## src/verilog/cpu_pkg.sv

```systemverilog
//~~~~~~~~~~~~~~~~~~~~~~~~~~~~~~~~~~~~~~~~~~~~~~~~~~~~~~~~~~~~~~~~~~~~~~~~~~~~
// shared widths, opcodes and encodings of the four-stage integer pipeline
// referenced by scoped names from every RTL module
//~~~~~~~~~~~~~~~~~~~~~~~~~~~~~~~~~~~~~~~~~~~~~~~~~~~~~~~~~~~~~~~~~~~~~~~~~~~~
`default_nettype none

package cpu_pkg;

    localparam int XLEN       = 32;
    localparam int REG_ADDR_W = 5;

    typedef logic [XLEN-1:0]       word_t;
    typedef logic [REG_ADDR_W-1:0] reg_addr_t;

    typedef enum logic [2:0] {
        ALU_ADD,
        ALU_SUB,
        ALU_AND,
        ALU_OR,
        ALU_XOR,
        ALU_SLT,
        ALU_LUI                                 // passes operand b
    } alu_op_t;

    typedef enum logic [1:0] {
        BR_NONE,
        BR_BEQ,
        BR_BNE,
        BR_JUMP
    } branch_t;

    // major opcodes, inst[31:26]
    localparam logic [5:0] OP_SPECIAL  = 6'h00;
    localparam logic [5:0] OP_J        = 6'h02;
    localparam logic [5:0] OP_BEQ      = 6'h04;
    localparam logic [5:0] OP_BNE      = 6'h05;
    localparam logic [5:0] OP_ADDIU    = 6'h09;
    localparam logic [5:0] OP_ORI      = 6'h0d;
    localparam logic [5:0] OP_LUI      = 6'h0f;
    localparam logic [5:0] OP_SPECIAL2 = 6'h1c;

    // function codes, inst[5:0]
    localparam logic [5:0] FUNCT_MUL   = 6'h02;  // under SPECIAL2
    localparam logic [5:0] FUNCT_ADDU  = 6'h21;
    localparam logic [5:0] FUNCT_SUBU  = 6'h23;
    localparam logic [5:0] FUNCT_AND   = 6'h24;
    localparam logic [5:0] FUNCT_OR    = 6'h25;
    localparam logic [5:0] FUNCT_XOR   = 6'h26;
    localparam logic [5:0] FUNCT_SLT   = 6'h2a;

    localparam word_t DEFAULT_RESET_PC = 32'hbfc0_0000;

endpackage

`default_nettype wire

```

## src/verilog/reg_file.sv

```systemverilog
//~~~~~~~~~~~~~~~~~~~~~~~~~~~~~~~~~~~~~~~~~~~~~~~~~~~~~~~~~~~~~~~~~~~~~~~~~~~~
// 32 x 32 register file with two read ports and one write port
// register 0 reads zero and a write shows through to same-cycle reads
//~~~~~~~~~~~~~~~~~~~~~~~~~~~~~~~~~~~~~~~~~~~~~~~~~~~~~~~~~~~~~~~~~~~~~~~~~~~~
`timescale 1ns/10ps
`default_nettype none

module reg_file (
    input  wire logic                aclk,
    input  wire logic                reset,
    input  cpu_pkg::reg_addr_t       rs_addr,
    input  cpu_pkg::reg_addr_t       rt_addr,
    output cpu_pkg::word_t           rs_data,
    output cpu_pkg::word_t           rt_data,
    input  wire logic                wb_we,
    input  cpu_pkg::reg_addr_t       wb_dst,
    input  cpu_pkg::word_t           wb_data
);
    cpu_pkg::word_t regs [2**cpu_pkg::REG_ADDR_W];

    always_ff @(posedge aclk) begin
        if (reset) begin
            for (int i = 0; i < 2**cpu_pkg::REG_ADDR_W; i++) begin
                regs[i] <= '0;
            end
        end else if (wb_we && wb_dst != '0) begin
            regs[wb_dst] <= wb_data;
        end
    end

    assign rs_data = (rs_addr == '0) ? '0 :
                     (wb_we && wb_dst == rs_addr) ? wb_data : regs[rs_addr];  // same-cycle write
    assign rt_data = (rt_addr == '0) ? '0 :
                     (wb_we && wb_dst == rt_addr) ? wb_data : regs[rt_addr];

endmodule

`default_nettype wire

```

## src/verilog/mul_unit.sv

```systemverilog
//~~~~~~~~~~~~~~~~~~~~~~~~~~~~~~~~~~~~~~~~~~~~~~~~~~~~~~~~~~~~~~~~~~~~~~~~~~~~
// iterative shift-add multiplier, one partial product per cycle
// start pulses once, done pulses with the low product word 32 cycles later
//~~~~~~~~~~~~~~~~~~~~~~~~~~~~~~~~~~~~~~~~~~~~~~~~~~~~~~~~~~~~~~~~~~~~~~~~~~~~
`timescale 1ns/10ps
`default_nettype none

module mul_unit (
    input  wire logic           aclk,
    input  wire logic           reset,
    input  wire logic           mul_start,
    input  cpu_pkg::word_t      mul_a,
    input  cpu_pkg::word_t      mul_b,
    output logic                mul_busy,
    output logic                mul_done,
    output cpu_pkg::word_t      mul_product
);
    localparam int MUL_CYCLES = cpu_pkg::XLEN;
    localparam int CNT_W      = $clog2(MUL_CYCLES);

    logic [CNT_W-1:0]   cnt;
    cpu_pkg::word_t     a_sh, b_sh, acc;
    cpu_pkg::word_t     step_add;

    assign step_add = b_sh[0] ? a_sh : '0;

    always_ff @(posedge aclk) begin
        if (reset) begin
            mul_busy <= 1'b0;
            cnt      <= '0;
        end else if (mul_start) begin
            mul_busy <= 1'b1;
            cnt      <= CNT_W'(1);              // bit 0 handled at start
        end else if (mul_busy) begin
            cnt <= cnt + 1'b1;
            if (mul_done) begin
                mul_busy <= 1'b0;
            end
        end
    end

    always_ff @(posedge aclk) begin
        if (mul_start) begin
            acc  <= mul_b[0] ? mul_a : '0;
            a_sh <= mul_a << 1;
            b_sh <= mul_b >> 1;
        end else if (mul_busy) begin
            acc  <= acc + step_add;
            a_sh <= a_sh << 1;
            b_sh <= b_sh >> 1;
        end
    end

    // last bit folded in combinationally so the op spans exactly MUL_CYCLES
    assign mul_done    = mul_busy && (cnt == CNT_W'(MUL_CYCLES - 1));
    assign mul_product = acc + step_add;

endmodule

`default_nettype wire

```

## src/verilog/hazard_ctrl.sv

```systemverilog
//~~~~~~~~~~~~~~~~~~~~~~~~~~~~~~~~~~~~~~~~~~~~~~~~~~~~~~~~~~~~~~~~~~~~~~~~~~~~
// pipeline write enables and flushes from multiplier stall and redirect
//~~~~~~~~~~~~~~~~~~~~~~~~~~~~~~~~~~~~~~~~~~~~~~~~~~~~~~~~~~~~~~~~~~~~~~~~~~~~
`timescale 1ns/10ps
`default_nettype none

module hazard_ctrl (
    input  wire logic   mul_busy,
    input  wire logic   redirect,
    output logic        fetch_wr,
    output logic        dec_wr,
    output logic        exe_wr,
    output logic        dec_flush,
    output logic        exe_flush
);
    // a running mul freezes every stage up to execute
    assign fetch_wr = !mul_busy;
    assign dec_wr   = !mul_busy;
    assign exe_wr   = !mul_busy;

    // taken branch kills fetch and decode slots, registers load bubbles
    assign dec_flush = redirect;
    assign exe_flush = redirect;

endmodule

`default_nettype wire

```

## src/verilog/fetch_stage.sv

```systemverilog
//~~~~~~~~~~~~~~~~~~~~~~~~~~~~~~~~~~~~~~~~~~~~~~~~~~~~~~~~~~~~~~~~~~~~~~~~~~~~
// program counter, drives the instruction port and the pc into decode
//~~~~~~~~~~~~~~~~~~~~~~~~~~~~~~~~~~~~~~~~~~~~~~~~~~~~~~~~~~~~~~~~~~~~~~~~~~~~
`timescale 1ns/10ps
`default_nettype none

module fetch_stage #(
    parameter cpu_pkg::word_t RESET_PC = cpu_pkg::DEFAULT_RESET_PC
) (
    input  wire logic           aclk,
    input  wire logic           reset,
    input  wire logic           fetch_wr,
    input  wire logic           redirect,
    input  cpu_pkg::word_t      redirect_pc,
    output cpu_pkg::word_t      fetch_pc,
    output cpu_pkg::word_t      inst_addr
);
    cpu_pkg::word_t pc;

    always_ff @(posedge aclk) begin
        if (reset) begin
            pc <= RESET_PC;
        end else if (redirect) begin
            pc <= redirect_pc;          // taken branch or jump from execute
        end else if (fetch_wr) begin
            pc <= pc + 32'd4;
        end
    end

    assign inst_addr = pc;
    assign fetch_pc  = pc;              // travels with inst_rdata into IF/ID

endmodule

`default_nettype wire

```

## src/verilog/decode_stage.sv

```systemverilog
//~~~~~~~~~~~~~~~~~~~~~~~~~~~~~~~~~~~~~~~~~~~~~~~~~~~~~~~~~~~~~~~~~~~~~~~~~~~~
// IF/ID register, instruction decode and operand bypass from execute
// writeback values reach decode through the register file write-through
//~~~~~~~~~~~~~~~~~~~~~~~~~~~~~~~~~~~~~~~~~~~~~~~~~~~~~~~~~~~~~~~~~~~~~~~~~~~~
`timescale 1ns/10ps
`default_nettype none

module decode_stage (
    input  wire logic                aclk,
    input  wire logic                reset,
    input  wire logic                dec_wr,
    input  wire logic                dec_flush,
    input  cpu_pkg::word_t           fetch_pc,
    input  cpu_pkg::word_t           inst_rdata,
    output cpu_pkg::reg_addr_t       rs_addr,
    output cpu_pkg::reg_addr_t       rt_addr,
    input  cpu_pkg::word_t           rs_data,
    input  cpu_pkg::word_t           rt_data,
    input  wire logic                ex_fwd_valid,
    input  cpu_pkg::reg_addr_t       ex_dst,
    input  cpu_pkg::word_t           ex_result,
    output logic                     id_valid,
    output cpu_pkg::word_t           id_pc,
    output cpu_pkg::alu_op_t         id_alu_op,
    output cpu_pkg::branch_t         id_branch,
    output logic                     id_is_mul,
    output logic                     id_use_imm,
    output cpu_pkg::word_t           id_imm,
    output cpu_pkg::word_t           id_target,
    output cpu_pkg::reg_addr_t       id_dst,
    output logic                     id_we,
    output cpu_pkg::word_t           id_opa,
    output cpu_pkg::word_t           id_opb
);
    logic               if_valid;
    cpu_pkg::word_t     if_pc;
    cpu_pkg::word_t     if_inst;
    cpu_pkg::word_t     pc_plus4;
    cpu_pkg::word_t     imm_sext;
    logic               writes;                     // before the r0 filter

    always_ff @(posedge aclk) begin
        if (reset || dec_flush) begin
            if_valid <= 1'b0;                       // bubble
        end else if (dec_wr) begin
            if_valid <= 1'b1;
        end
    end

    always_ff @(posedge aclk) begin
        if (dec_wr) begin
            if_pc   <= fetch_pc;
            if_inst <= inst_rdata;
        end
    end

    assign rs_addr  = if_inst[25:21];
    assign rt_addr  = if_inst[20:16];
    assign pc_plus4 = if_pc + 32'd4;
    assign imm_sext = {{16{if_inst[15]}}, if_inst[15:0]};

    always_comb begin
        id_alu_op  = cpu_pkg::ALU_ADD;
        id_branch  = cpu_pkg::BR_NONE;
        id_is_mul  = 1'b0;
        id_use_imm = 1'b0;
        id_imm     = imm_sext;
        id_target  = pc_plus4 + {imm_sext[29:0], 2'b00};
        id_dst     = if_inst[15:11];                // rd
        writes     = 1'b0;
        case (if_inst[31:26])
            cpu_pkg::OP_SPECIAL: begin
                writes = 1'b1;
                case (if_inst[5:0])
                    cpu_pkg::FUNCT_ADDU: id_alu_op = cpu_pkg::ALU_ADD;
                    cpu_pkg::FUNCT_SUBU: id_alu_op = cpu_pkg::ALU_SUB;
                    cpu_pkg::FUNCT_AND:  id_alu_op = cpu_pkg::ALU_AND;
                    cpu_pkg::FUNCT_OR:   id_alu_op = cpu_pkg::ALU_OR;
                    cpu_pkg::FUNCT_XOR:  id_alu_op = cpu_pkg::ALU_XOR;
                    cpu_pkg::FUNCT_SLT:  id_alu_op = cpu_pkg::ALU_SLT;
                    default:             writes = 1'b0;     // no-op
                endcase
            end
            cpu_pkg::OP_SPECIAL2: begin
                id_is_mul = (if_inst[5:0] == cpu_pkg::FUNCT_MUL);
                writes    = id_is_mul;
            end
            cpu_pkg::OP_ADDIU: begin
                id_use_imm = 1'b1;
                id_dst     = rt_addr;
                writes     = 1'b1;
            end
            cpu_pkg::OP_ORI: begin
                id_alu_op  = cpu_pkg::ALU_OR;
                id_use_imm = 1'b1;
                id_imm     = {16'h0, if_inst[15:0]};       // zero extended
                id_dst     = rt_addr;
                writes     = 1'b1;
            end
            cpu_pkg::OP_LUI: begin
                id_alu_op  = cpu_pkg::ALU_LUI;
                id_use_imm = 1'b1;
                id_imm     = {if_inst[15:0], 16'h0};
                id_dst     = rt_addr;
                writes     = 1'b1;
            end
            cpu_pkg::OP_BEQ: id_branch = cpu_pkg::BR_BEQ;
            cpu_pkg::OP_BNE: id_branch = cpu_pkg::BR_BNE;
            cpu_pkg::OP_J: begin
                id_branch = cpu_pkg::BR_JUMP;
                id_target = {pc_plus4[31:28], if_inst[25:0], 2'b00};
            end
            default: ;                                  // unknown, retires as no-op
        endcase
    end

    assign id_valid = if_valid;
    assign id_pc    = if_pc;
    assign id_we    = writes && (id_dst != '0);     // r0 writes are dropped

    // execute result wins over the register file
    assign id_opa = (ex_fwd_valid && ex_dst == rs_addr) ? ex_result : rs_data;
    assign id_opb = (ex_fwd_valid && ex_dst == rt_addr) ? ex_result : rt_data;

endmodule

`default_nettype wire

```

## src/verilog/execute_stage.sv

```systemverilog
//~~~~~~~~~~~~~~~~~~~~~~~~~~~~~~~~~~~~~~~~~~~~~~~~~~~~~~~~~~~~~~~~~~~~~~~~~~~~
// ID/EXE register, ALU, branch resolution and the EXE/WB register
// EXE/WB feeds the register file write port and the golden trace outputs
//~~~~~~~~~~~~~~~~~~~~~~~~~~~~~~~~~~~~~~~~~~~~~~~~~~~~~~~~~~~~~~~~~~~~~~~~~~~~
`timescale 1ns/10ps
`default_nettype none

module execute_stage (
    input  wire logic                aclk,
    input  wire logic                reset,
    input  wire logic                exe_wr,
    input  wire logic                exe_flush,
    input  wire logic                id_valid,
    input  cpu_pkg::word_t           id_pc,
    input  cpu_pkg::alu_op_t         id_alu_op,
    input  cpu_pkg::branch_t         id_branch,
    input  wire logic                id_is_mul,
    input  wire logic                id_use_imm,
    input  cpu_pkg::word_t           id_imm,
    input  cpu_pkg::word_t           id_target,
    input  cpu_pkg::reg_addr_t       id_dst,
    input  wire logic                id_we,
    input  cpu_pkg::word_t           id_opa,
    input  cpu_pkg::word_t           id_opb,
    output logic                     redirect,
    output cpu_pkg::word_t           redirect_pc,
    output logic                     mul_busy,
    output logic                     ex_fwd_valid,
    output cpu_pkg::reg_addr_t       ex_dst,
    output cpu_pkg::word_t           ex_result,
    output logic                     wb_we,
    output cpu_pkg::reg_addr_t       wb_dst,
    output cpu_pkg::word_t           wb_data,
    output logic                     debug_wb_valid,
    output cpu_pkg::word_t           debug_wb_pc,
    output cpu_pkg::word_t           debug_wb_rf_wdata,
    output logic [3:0]               debug_wb_rf_wen,
    output cpu_pkg::reg_addr_t       debug_wb_rf_wnum
);
    logic                ex_valid, ex_is_mul, ex_use_imm, ex_we;
    cpu_pkg::word_t      ex_pc, ex_imm, ex_target, ex_opa, ex_opb;
    cpu_pkg::alu_op_t    ex_alu_op;
    cpu_pkg::branch_t    ex_branch;
    cpu_pkg::word_t      alu_b, alu_out;
    logic                mul_start, mul_done, unit_busy;
    cpu_pkg::word_t      mul_product;
    logic                wb_valid;
    cpu_pkg::word_t      wb_pc;

    always_ff @(posedge aclk) begin
        if (reset || exe_flush) begin
            ex_valid <= 1'b0;
        end else if (exe_wr) begin
            ex_valid <= id_valid;
        end
    end

    always_ff @(posedge aclk) begin
        if (exe_wr) begin
            ex_pc      <= id_pc;
            ex_alu_op  <= id_alu_op;
            ex_branch  <= id_branch;
            ex_is_mul  <= id_is_mul;
            ex_use_imm <= id_use_imm;
            ex_imm     <= id_imm;
            ex_target  <= id_target;
            ex_dst     <= id_dst;
            ex_we      <= id_we;
            ex_opa     <= id_opa;
            ex_opb     <= id_opb;
        end
    end

    assign alu_b = ex_use_imm ? ex_imm : ex_opb;

    always_comb begin
        case (ex_alu_op)
            cpu_pkg::ALU_SUB: alu_out = ex_opa - alu_b;
            cpu_pkg::ALU_AND: alu_out = ex_opa & alu_b;
            cpu_pkg::ALU_OR:  alu_out = ex_opa | alu_b;
            cpu_pkg::ALU_XOR: alu_out = ex_opa ^ alu_b;
            cpu_pkg::ALU_SLT: alu_out = {31'h0, $signed(ex_opa) < $signed(alu_b)};
            cpu_pkg::ALU_LUI: alu_out = alu_b;
            default:          alu_out = ex_opa + alu_b;
        endcase
    end

    // no delay slot, taken branches retire and kill the two younger slots
    always_comb begin
        case (ex_branch)
            cpu_pkg::BR_BEQ:  redirect = ex_valid && (ex_opa == ex_opb);
            cpu_pkg::BR_BNE:  redirect = ex_valid && (ex_opa != ex_opb);
            cpu_pkg::BR_JUMP: redirect = ex_valid;
            default:          redirect = 1'b0;
        endcase
    end
    assign redirect_pc = ex_target;

    assign mul_start    = ex_valid && ex_is_mul && !unit_busy;   // first mul cycle
    assign mul_busy     = ex_valid && ex_is_mul && !mul_done;    // freezes the pipe
    assign ex_result    = ex_is_mul ? mul_product : alu_out;
    assign ex_fwd_valid = ex_valid && ex_we && !mul_busy;

    mul_unit mul_unit_i (
        .aclk, .reset, .mul_start, .mul_a(ex_opa), .mul_b(ex_opb),
        .mul_busy(unit_busy), .mul_done, .mul_product
    );

    always_ff @(posedge aclk) begin
        if (reset) begin
            wb_valid <= 1'b0;
            wb_we    <= 1'b0;
        end else begin
            wb_valid <= ex_valid && !mul_busy;          // bubble while stalled
            wb_we    <= ex_valid && !mul_busy && ex_we;
        end
    end

    always_ff @(posedge aclk) begin
        wb_pc   <= ex_pc;
        wb_dst  <= ex_dst;
        wb_data <= ex_result;
    end

    assign debug_wb_valid    = wb_valid;
    assign debug_wb_pc       = wb_pc;
    assign debug_wb_rf_wdata = wb_data;
    assign debug_wb_rf_wen   = {4{wb_we}};
    assign debug_wb_rf_wnum  = wb_dst;

endmodule

`default_nettype wire

```

## src/verilog/mycpu_top.sv

```systemverilog
//~~~~~~~~~~~~~~~~~~~~~~~~~~~~~~~~~~~~~~~~~~~~~~~~~~~~~~~~~~~~~~~~~~~~~~~~~~~~
// CPU top level, wires fetch, decode, execute, register file and hazard unit
// instruction port is a combinational read, debug trace comes from writeback
//~~~~~~~~~~~~~~~~~~~~~~~~~~~~~~~~~~~~~~~~~~~~~~~~~~~~~~~~~~~~~~~~~~~~~~~~~~~~
`timescale 1ns/10ps
`default_nettype none

module mycpu_top #(
    parameter cpu_pkg::word_t RESET_PC = cpu_pkg::DEFAULT_RESET_PC
) (
    input  wire logic                aclk,
    input  wire logic                reset,
    output cpu_pkg::word_t           inst_addr,
    input  cpu_pkg::word_t           inst_rdata,
    output logic                     debug_wb_valid,
    output cpu_pkg::word_t           debug_wb_pc,
    output cpu_pkg::word_t           debug_wb_rf_wdata,
    output logic [3:0]               debug_wb_rf_wen,
    output cpu_pkg::reg_addr_t       debug_wb_rf_wnum
);
    logic                fetch_wr, dec_wr, exe_wr;   // from hazard_ctrl
    logic                dec_flush, exe_flush;
    logic                redirect;                   // from execute
    cpu_pkg::word_t      redirect_pc;
    logic                mul_busy;
    cpu_pkg::word_t      fetch_pc;
    cpu_pkg::reg_addr_t  rs_addr, rt_addr;
    cpu_pkg::word_t      rs_data, rt_data;
    logic                ex_fwd_valid;               // execute bypass
    cpu_pkg::reg_addr_t  ex_dst;
    cpu_pkg::word_t      ex_result;
    logic                wb_we;                      // writeback port
    cpu_pkg::reg_addr_t  wb_dst;
    cpu_pkg::word_t      wb_data;

    // decode to execute
    logic                id_valid, id_is_mul, id_use_imm, id_we;
    cpu_pkg::word_t      id_pc, id_imm, id_target, id_opa, id_opb;
    cpu_pkg::alu_op_t    id_alu_op;
    cpu_pkg::branch_t    id_branch;
    cpu_pkg::reg_addr_t  id_dst;

    fetch_stage #(.RESET_PC(RESET_PC)) fetch_stage_i (
        .aclk, .reset, .fetch_wr, .redirect, .redirect_pc, .fetch_pc, .inst_addr
    );

    decode_stage decode_stage_i (
        .aclk, .reset, .dec_wr, .dec_flush, .fetch_pc, .inst_rdata,
        .rs_addr, .rt_addr, .rs_data, .rt_data, .ex_fwd_valid, .ex_dst, .ex_result,
        .id_valid, .id_pc, .id_alu_op, .id_branch, .id_is_mul, .id_use_imm,
        .id_imm, .id_target, .id_dst, .id_we, .id_opa, .id_opb
    );

    reg_file reg_file_i (
        .aclk, .reset, .rs_addr, .rt_addr, .rs_data, .rt_data, .wb_we, .wb_dst, .wb_data
    );

    execute_stage execute_stage_i (
        .aclk, .reset, .exe_wr, .exe_flush,
        .id_valid, .id_pc, .id_alu_op, .id_branch, .id_is_mul, .id_use_imm,
        .id_imm, .id_target, .id_dst, .id_we, .id_opa, .id_opb,
        .redirect, .redirect_pc, .mul_busy, .ex_fwd_valid, .ex_dst, .ex_result,
        .wb_we, .wb_dst, .wb_data,
        .debug_wb_valid, .debug_wb_pc, .debug_wb_rf_wdata, .debug_wb_rf_wen,
        .debug_wb_rf_wnum
    );

    hazard_ctrl hazard_ctrl_i (
        .mul_busy, .redirect, .fetch_wr, .dec_wr, .exe_wr, .dec_flush, .exe_flush
    );

endmodule

`default_nettype wire

```

## config.mk

```make
export PLATFORM = sky130hd
export DESIGN_NAME = mycpu_top
export DESIGN_NICKNAME = d
export VERILOG_FILES = /design/src/verilog/cpu_pkg.sv /design/src/verilog/reg_file.sv /design/src/verilog/mul_unit.sv /design/src/verilog/hazard_ctrl.sv /design/src/verilog/fetch_stage.sv /design/src/verilog/decode_stage.sv /design/src/verilog/execute_stage.sv /design/src/verilog/mycpu_top.sv
export SDC_FILE = /design/constraint.sdc
export NUM_CORES = 2
export LEC_CHECK = 0
export BUFFER_PORTS_ARGS = -buffer_cell sky130_fd_sc_hd__buf_2
export CAP_MARGIN = 20
export CELL_PAD_IN_SITES_DETAIL_PLACEMENT = 0
export CELL_PAD_IN_SITES_GLOBAL_PLACEMENT = 1
export CORE_MARGIN = 5
export CORE_UTILIZATION = 35
export CTS_BUF_LIST = sky130_fd_sc_hd__clkbuf_4
export CTS_CLUSTER_SIZE = 14
export DETAILED_ROUTE_END_ITERATION = 12
export PLACE_DENSITY_LB_ADDON = 0.3
export SYNTH_ARGS = -nofsm -noshare
export SYNTH_HDL_FRONTEND = slang
export SYNTH_SLANG_ARGS = --single-unit
```

## constraint.sdc

```tcl
create_clock -name aclk -period 9.62 [get_ports aclk]
set_clock_uncertainty 0.15 [all_clocks]
set_input_delay 1.924 -clock aclk [delete_from_list [all_inputs] [get_ports aclk]]
set_output_delay 1.924 -clock aclk [all_outputs]
set_load 0.01 [all_outputs]
```

Word level (Yosys, flattened, before mapping)

Memory sizes are Yosys's and may differ from the RTL's. A register that Yosys moved wholly into a read port is not among the register bits.
Index checks and enable logic that the tools add are counted.

Register bits after elaboration: 442
Latch bits: 0
Memory bits (writable): 1024
Memory bits (read-only): 0
Output and inout bits: 106
Memories: 1

Memories:

| memory          | depth | bits a word | read ports | clocked after memory_dff | wr ports | line           | source |
|---|---|---|---|---|---|---|---|
| reg_file_i.regs | 32    | 32          | 2          | 2                        | 32       | reg_file.sv:19 | `cpu_pkg::word_t regs [2**cpu_pkg::REG_ADDR_W];` |

Add/sub/neg operators: 7
Multipliers: 0
Divide/modulo/power cells: 0
Magnitude comparators: 1
Equal/unequal tests: 31
Shift-type cells: 0
Multiplexer cells: 44
Bitwise logic cells: 3
Reductions and logical operators: 30

Operators by type and width:

| operator                | count |
|---|---|
| $mux W32                | 18 |
| $pmux W32 S6            | 1 |
| $add A32 B32 Y32        | 3 |
| $add A32 B3 Y32 const B | 2 |
| $pmux W32 S2            | 1 |
| $mux W31                | 2 |
| $eq A6 B6 Y1 const B    | 6 |
| $and A32 B32 Y32        | 1 |
| $eq A32 B32 Y1          | 1 |
| $lt A32 B32 Y1          | 1 |
| $ne A32 B32 Y1          | 1 |
| $or A32 B32 Y32         | 1 |
| $reduce_or A32 Y1       | 1 |
| $sub A32 B32 Y32        | 1 |
| $xor A32 B32 Y32        | 1 |
| $eq A5 B5 Y1            | 4 |
| $mux W5                 | 4 |
| $eq A6 B4 Y1 const B    | 3 |
| $logic_and A1 B1 Y1     | 16 |
| $pmux W3 S5             | 1 |
| $mux W1                 | 13 |
| $eq A6 B2 Y1 const B    | 2 |
| $eq A6 B3 Y1 const B    | 2 |
| $logic_not A5 Y1        | 2 |
| 20 further kinds        | 28 |

Logic depth before layout (Yosys ltp)

Word-level depth: 8
Mapped depth: 16
Mapped depth without buffers: 15

Modules after synthesis

From an unflattened synthesis, not the netlist that was laid out.

Cells, all modules: 6613
Area total of the unflattened synthesis: 83204.8 µm²

By module, submodules not included:

| module        | times used | cells each | area each (µm²) |
|---|---|---|---|
| reg_file      | 1          | 3830       | 55185.4 |
| execute_stage | 1          | 1339       | 13750.7 |
| mul_unit      | 1          | 552        | 6351.1 |
| decode_stage  | 1          | 619        | 5774.3 |
| fetch_stage   | 1          | 268        | 2109.5 |
| hazard_ctrl   | 1          | 5          | 33.8 |

Worst setup path before layout

OpenSTA, ideal clock, no wires.

Path kind: reg2reg
From: reg execute_stage_i.mul_unit_i.cnt[0]
To: reg (tool-made name)
Setup time: 94 ps
Arrival time: 9162 ps
Data required time: 9376 ps
Slack: 214 ps
Stages on the path, launching flop included: 10
Period minus slack after synthesis: 9406 ps
Cell sequence: dfxtp_1 ha_1 and3_1 ha_1 and2_1 or2_2 clkbuf_1 clkbuf_1 buf_1 mux2_2

RTL lines:

| element                | line           | source |
|---|---|---|
| from (decl)            | mul_unit.sv:21 | `logic [CNT_W-1:0] cnt;` |
| from (signal assigned) | mul_unit.sv:35 | `cnt <= cnt + 1'b1;` |

Final worst setup path

From: reg execute_stage_i.ex_use_imm
To: reg execute_stage_i.ex_opa[24] (data pin)

Cells in the longest elaborated chain, start to end: 5

RTL lines:

| element                                  | line                 | source |
|---|---|---|
| from (decl)                              | execute_stage.sv:40  | `logic ex_valid, ex_is_mul, ex_use_imm, ex_we;` |
| from (signal assigned)                   | execute_stage.sv:64  | `ex_use_imm <= id_use_imm;` |
| $mux W32 (*)                             | execute_stage.sv:74  | `assign alu_b = ex_use_imm ? ex_imm : ex_opb;` |
| $add A32 B32 Y32 (tied with other cells) | execute_stage.sv:84  | `default: alu_out = ex_opa + alu_b;` |
| $pmux W32 S6 (*)                         | execute_stage.sv:77  | `case (ex_alu_op)` |
| $mux W32 (*)                             | execute_stage.sv:101 | `assign ex_result = ex_is_mul ? mul_product : alu_out;` |
| $mux W32 (*)                             | decode_stage.sv:122  | `assign id_opa = (ex_fwd_valid && ex_dst == rs_addr) ? ex_result : rs_data;` |
| via decode_stage_i.id_opa[24]            | decode_stage.sv:32   | `output cpu_pkg::word_t id_opa,` |
| to (signal assigned)                     | execute_stage.sv:69  | `ex_opa <= id_opa;` |
| to (decl)                                | execute_stage.sv:41  | `cpu_pkg::word_t ex_pc, ex_imm, ex_target, ex_opa, ex_opb;` |

Mark *: on every way through the listed nets, which the timed path passes. The rest lies on a longest branch.
A chain may end at the register's enable or synchronous reset.

==> results.json <==
{
  "yosysWarnings": 0,
  "vias_per_cell": 5.765,
  "die_height_um": 491.8,
  "coreArea_um2": 230600,
  "tightest_slew_ns": 1.144,
  "synth.area.top_cells": "edfxtp_1, mux4_2, and2_1",
  "tns_ns": 0,
  "cts_tree": "yes",
  "drc": 0,
  "postLayoutSetupSlackWorst_ns": 4.439,
  "fin_crit_ns": 5.181,
  "post-route-util": 0.3926,
  "cts.clk_slew.worst_paths_ns": 0.07,
  "drt_first_pass_iters": 6,
  "hp-class": "reg2reg",
  "cts_max_path_buffers": 4,
  "cts_hold_buf": 0,
  "cts_root_buf": "clkbuf_4",
  "vdd_drop_max_uv": 119.9,
  "finalMaxSlewViolations": 0,
  "power.density_nw_per_um2": 191.3,
  "antenna_found_initial": 33,
  "post-route-period-util": 0.5385,
  "rows": 176,
  "synthesis.instances": 6055,
  "cts_inserted_buffers": 419,
  "synth.avg_cell_area_um2": 13.42,
  "dp_slack_ns": 4.440,
  "io_pins": 140,
  "synth_edf_count": 1355,
  "vias": 55430,
  "hold_violations": 0,
  "power.total_mw": 17.31,
  "leakage_nw": 33.53,
  "fin_cells": 9615,
  "grt_use_total": 0.2335,
  "maxCapViolations": 0,
  "cp.required_ns": 10.53,
  "critPathMaxFanout": 32,
  "synthToLayoutAreaGrowth_pct": 11.39,
  "ant_nets": 0,
  "synth_cell_types": 94,
  "cp_data_arrival_time_ns": 6.09,
  "ys_ff_latch": 1476,
  "relSlewSlack": 0.2371,
  "grt_start_max_net_pins": 94,
  "nets": 6462,
  "drtIter0Drc": 7383,
  "ys_seq_area_frac": 0.5306,
  "postCtsSetupBuffers": 0,
  "initial_core_util": 0.3524,
  "grt_first_pass_wirelength_um": 405200,
  "drt_wl_total_um": 290300,
  "max_freq_mhz": 193.0,
  "post_dp_cell_area_um2": 85130,
  "netlist.area_leader.share": 0.5008,
  "fin_hold_ws_ns": 0.1853,
  "numPortBuffers": 139,
  "synth_flop_cell": "edfxtp_1",
  "clk_latency_ns": 1.42,
  "worstSetupPathType": "reg2reg",
  "grt_pass1_vias": 53440,
  "endpoint_kind": "register",
  "detail_route.wl_per_cell_um": 30.19,
  "dp.cells": 8864,
  "die_area_um2": 241900,
  "drive_gt1_frac": 0.2589,
  "dp_hpwl_um": 198000,
  "gr-total-overflow": 0,
  "final_area_um2": 90510,
  "syn_area_um2": 81250,
  "die_w_um": 491.8,
  "start_kind": "register",
  "cts-resized-gates": 0,
  "gp_congestion": 0.9857,
  "ctsHtreeMaxLevel": 5,
  "top_register": "reg_file_i.regs",
  "rsz0062_at_grt": "false",
  "finalSetupViolCount": 0,
  "status": "completed",
  "largest_reg_flops": 1024,
  "yosysTopAreaCell": "edfxtp_1",
  "async_flop_share": 0,
  "clock_sinks": 1476
}
[logic make-up (layout without fill, tap and decap cells)]
kind of cell,count (synthesis),in the layout,share of synthesized area
adder cells (fa/ha/maj),168,168,0.02624
AND/OR/NAND/NOR,2002,2002,0.1347
XOR/XNOR,184,184,0.01983
buffers and inverters,657,1141,0.03094
flip-flops,1476,1476,0.5306
AO/OA/AOI/OAI,779,779,0.06157
multiplexers,788,788,0.1961
other,1,51,0.00004615
[synthesized netlist by cell type (7+ instances only)]
master and count:
ha_1 164, nand2b_1 29, nand4_1 36, dfxtp_1 121
o22ai_1 73, o31ai_1 12, clkbuf_1 401, xor2_1 57
nand2_1 324, nor4_1 14, buf_1 74, edfxtp_1 1355
nand3_1 83, mux2i_1 121, nor3_1 45, o21bai_1 16
a211o_1 10, o21ai_1 14, and2_1 1061, nor2_1 269
a21oi_1 232, a221oi_1 12, o21a_1 12, a21o_1 49
a2111oi_0 7, nor3b_1 7, inv_1 146, or3_1 9
mux2_2 27, or2_2 39, o2bb2ai_1 16, nor2b_1 17
o221ai_1 9, and3_1 38, a31oi_1 21, mux4_2 640
xnor2_1 127, o21ai_0 160, o211ai_1 19, a211oi_1 31
buf_2 26
[cell usage in the layout, fill, tap and decap left out, types with 17 or more instances in the layout]
cell type,synthesis,final
edfxtp_1,1355,1355
and2_1,1061,1061
clkbuf_4,0,641
mux4_2,640,640
nand2_1,324,324
nor2_1,269,237
a21oi_1,232,232
ha_1,164,164
o21ai_0,160,160
inv_1,146,145
buf_2,26,138
xnor2_1,127,127
mux2i_1,121,121
buf_4,4,117
dfxtp_1,121,109
nand3_1,83,83
o22ai_1,73,73
clkinv_1,1,71
xor2_1,57,57
a21o_1,49,49
nor3_1,45,45
or2_2,39,37
and3_1,38,36
nand4_1,36,36
conb_1,1,32
a211oi_1,31,31
nor2_4,0,31
nand2b_1,29,28
mux2_2,27,27
a31oi_1,21,21
diode_2,0,19
o211ai_1,19,19
nor2b_1,17,17
[power breakdown]
group / internal [mW] / leakage [nW] / total, mW / switching, mW
Sequential: 7.30 / 15.0 / 7.65 / 0.355
Combinational: 1.05 / 15.3 / 3.71 / 2.66
Clock: 3.17 / 3.20 / 5.95 / 2.79
[critical path: stages, from the launching register on]
cell	delay (ns)
edfxtp_1	0.32
buf_4	0.52
mux2_2	0.45
ha_1	0.22
inv_1	0.08
fa_1	0.18
nor2b_1	0.25
o211ai_1	0.25
a211oi_1	0.61
o2111ai_1	0.40
a21oi_1	0.35
a21oi_1	0.14
a21bo_2	0.24
a211oi_1	0.54
o32ai_1	0.17
[layout make-up]
class | instances | area [um2]
fillers | 21690 | 140100
flip-flops and latches | 1476 | 43150
multi-input cells | 3953 | 36000
clock buffers | 641 | 4812
well taps | 3026 | 3786
repair buffers | 258 | 1629
inverters | 152 | 570.5
clock inverters | 90 | 511.7
diodes | 19 | 47.55
[worst paths after layout]
kind,start,endpoint,cells after the start,slack [ns]
setup / recovery,execute_stage_i.ex_use_imm,execute_stage_i.ex_opa[24],14,4.44
hold / removal,execute_stage_i.ex_pc[17],execute_stage_i.debug_wb_pc[17],0,0.19
setup reg to reg,execute_stage_i.ex_use_imm,execute_stage_i.ex_opa[24],14,4.44
hold reg to reg,execute_stage_i.ex_pc[17],execute_stage_i.debug_wb_pc[17],0,0.19
[layer usage]
metal  track usage  wire length [um]  part of all wire  vias up
li1              -                 -                 -    23460
met1        0.3424            122800              0.42    28380
met2        0.3273            121700              0.42     3146
met3       0.05818             32330              0.11      444
met4        0.1006             13470             0.046        0
met5             0                 0                 0        -
Note: power is estimated with default switching activity, not from simulation.
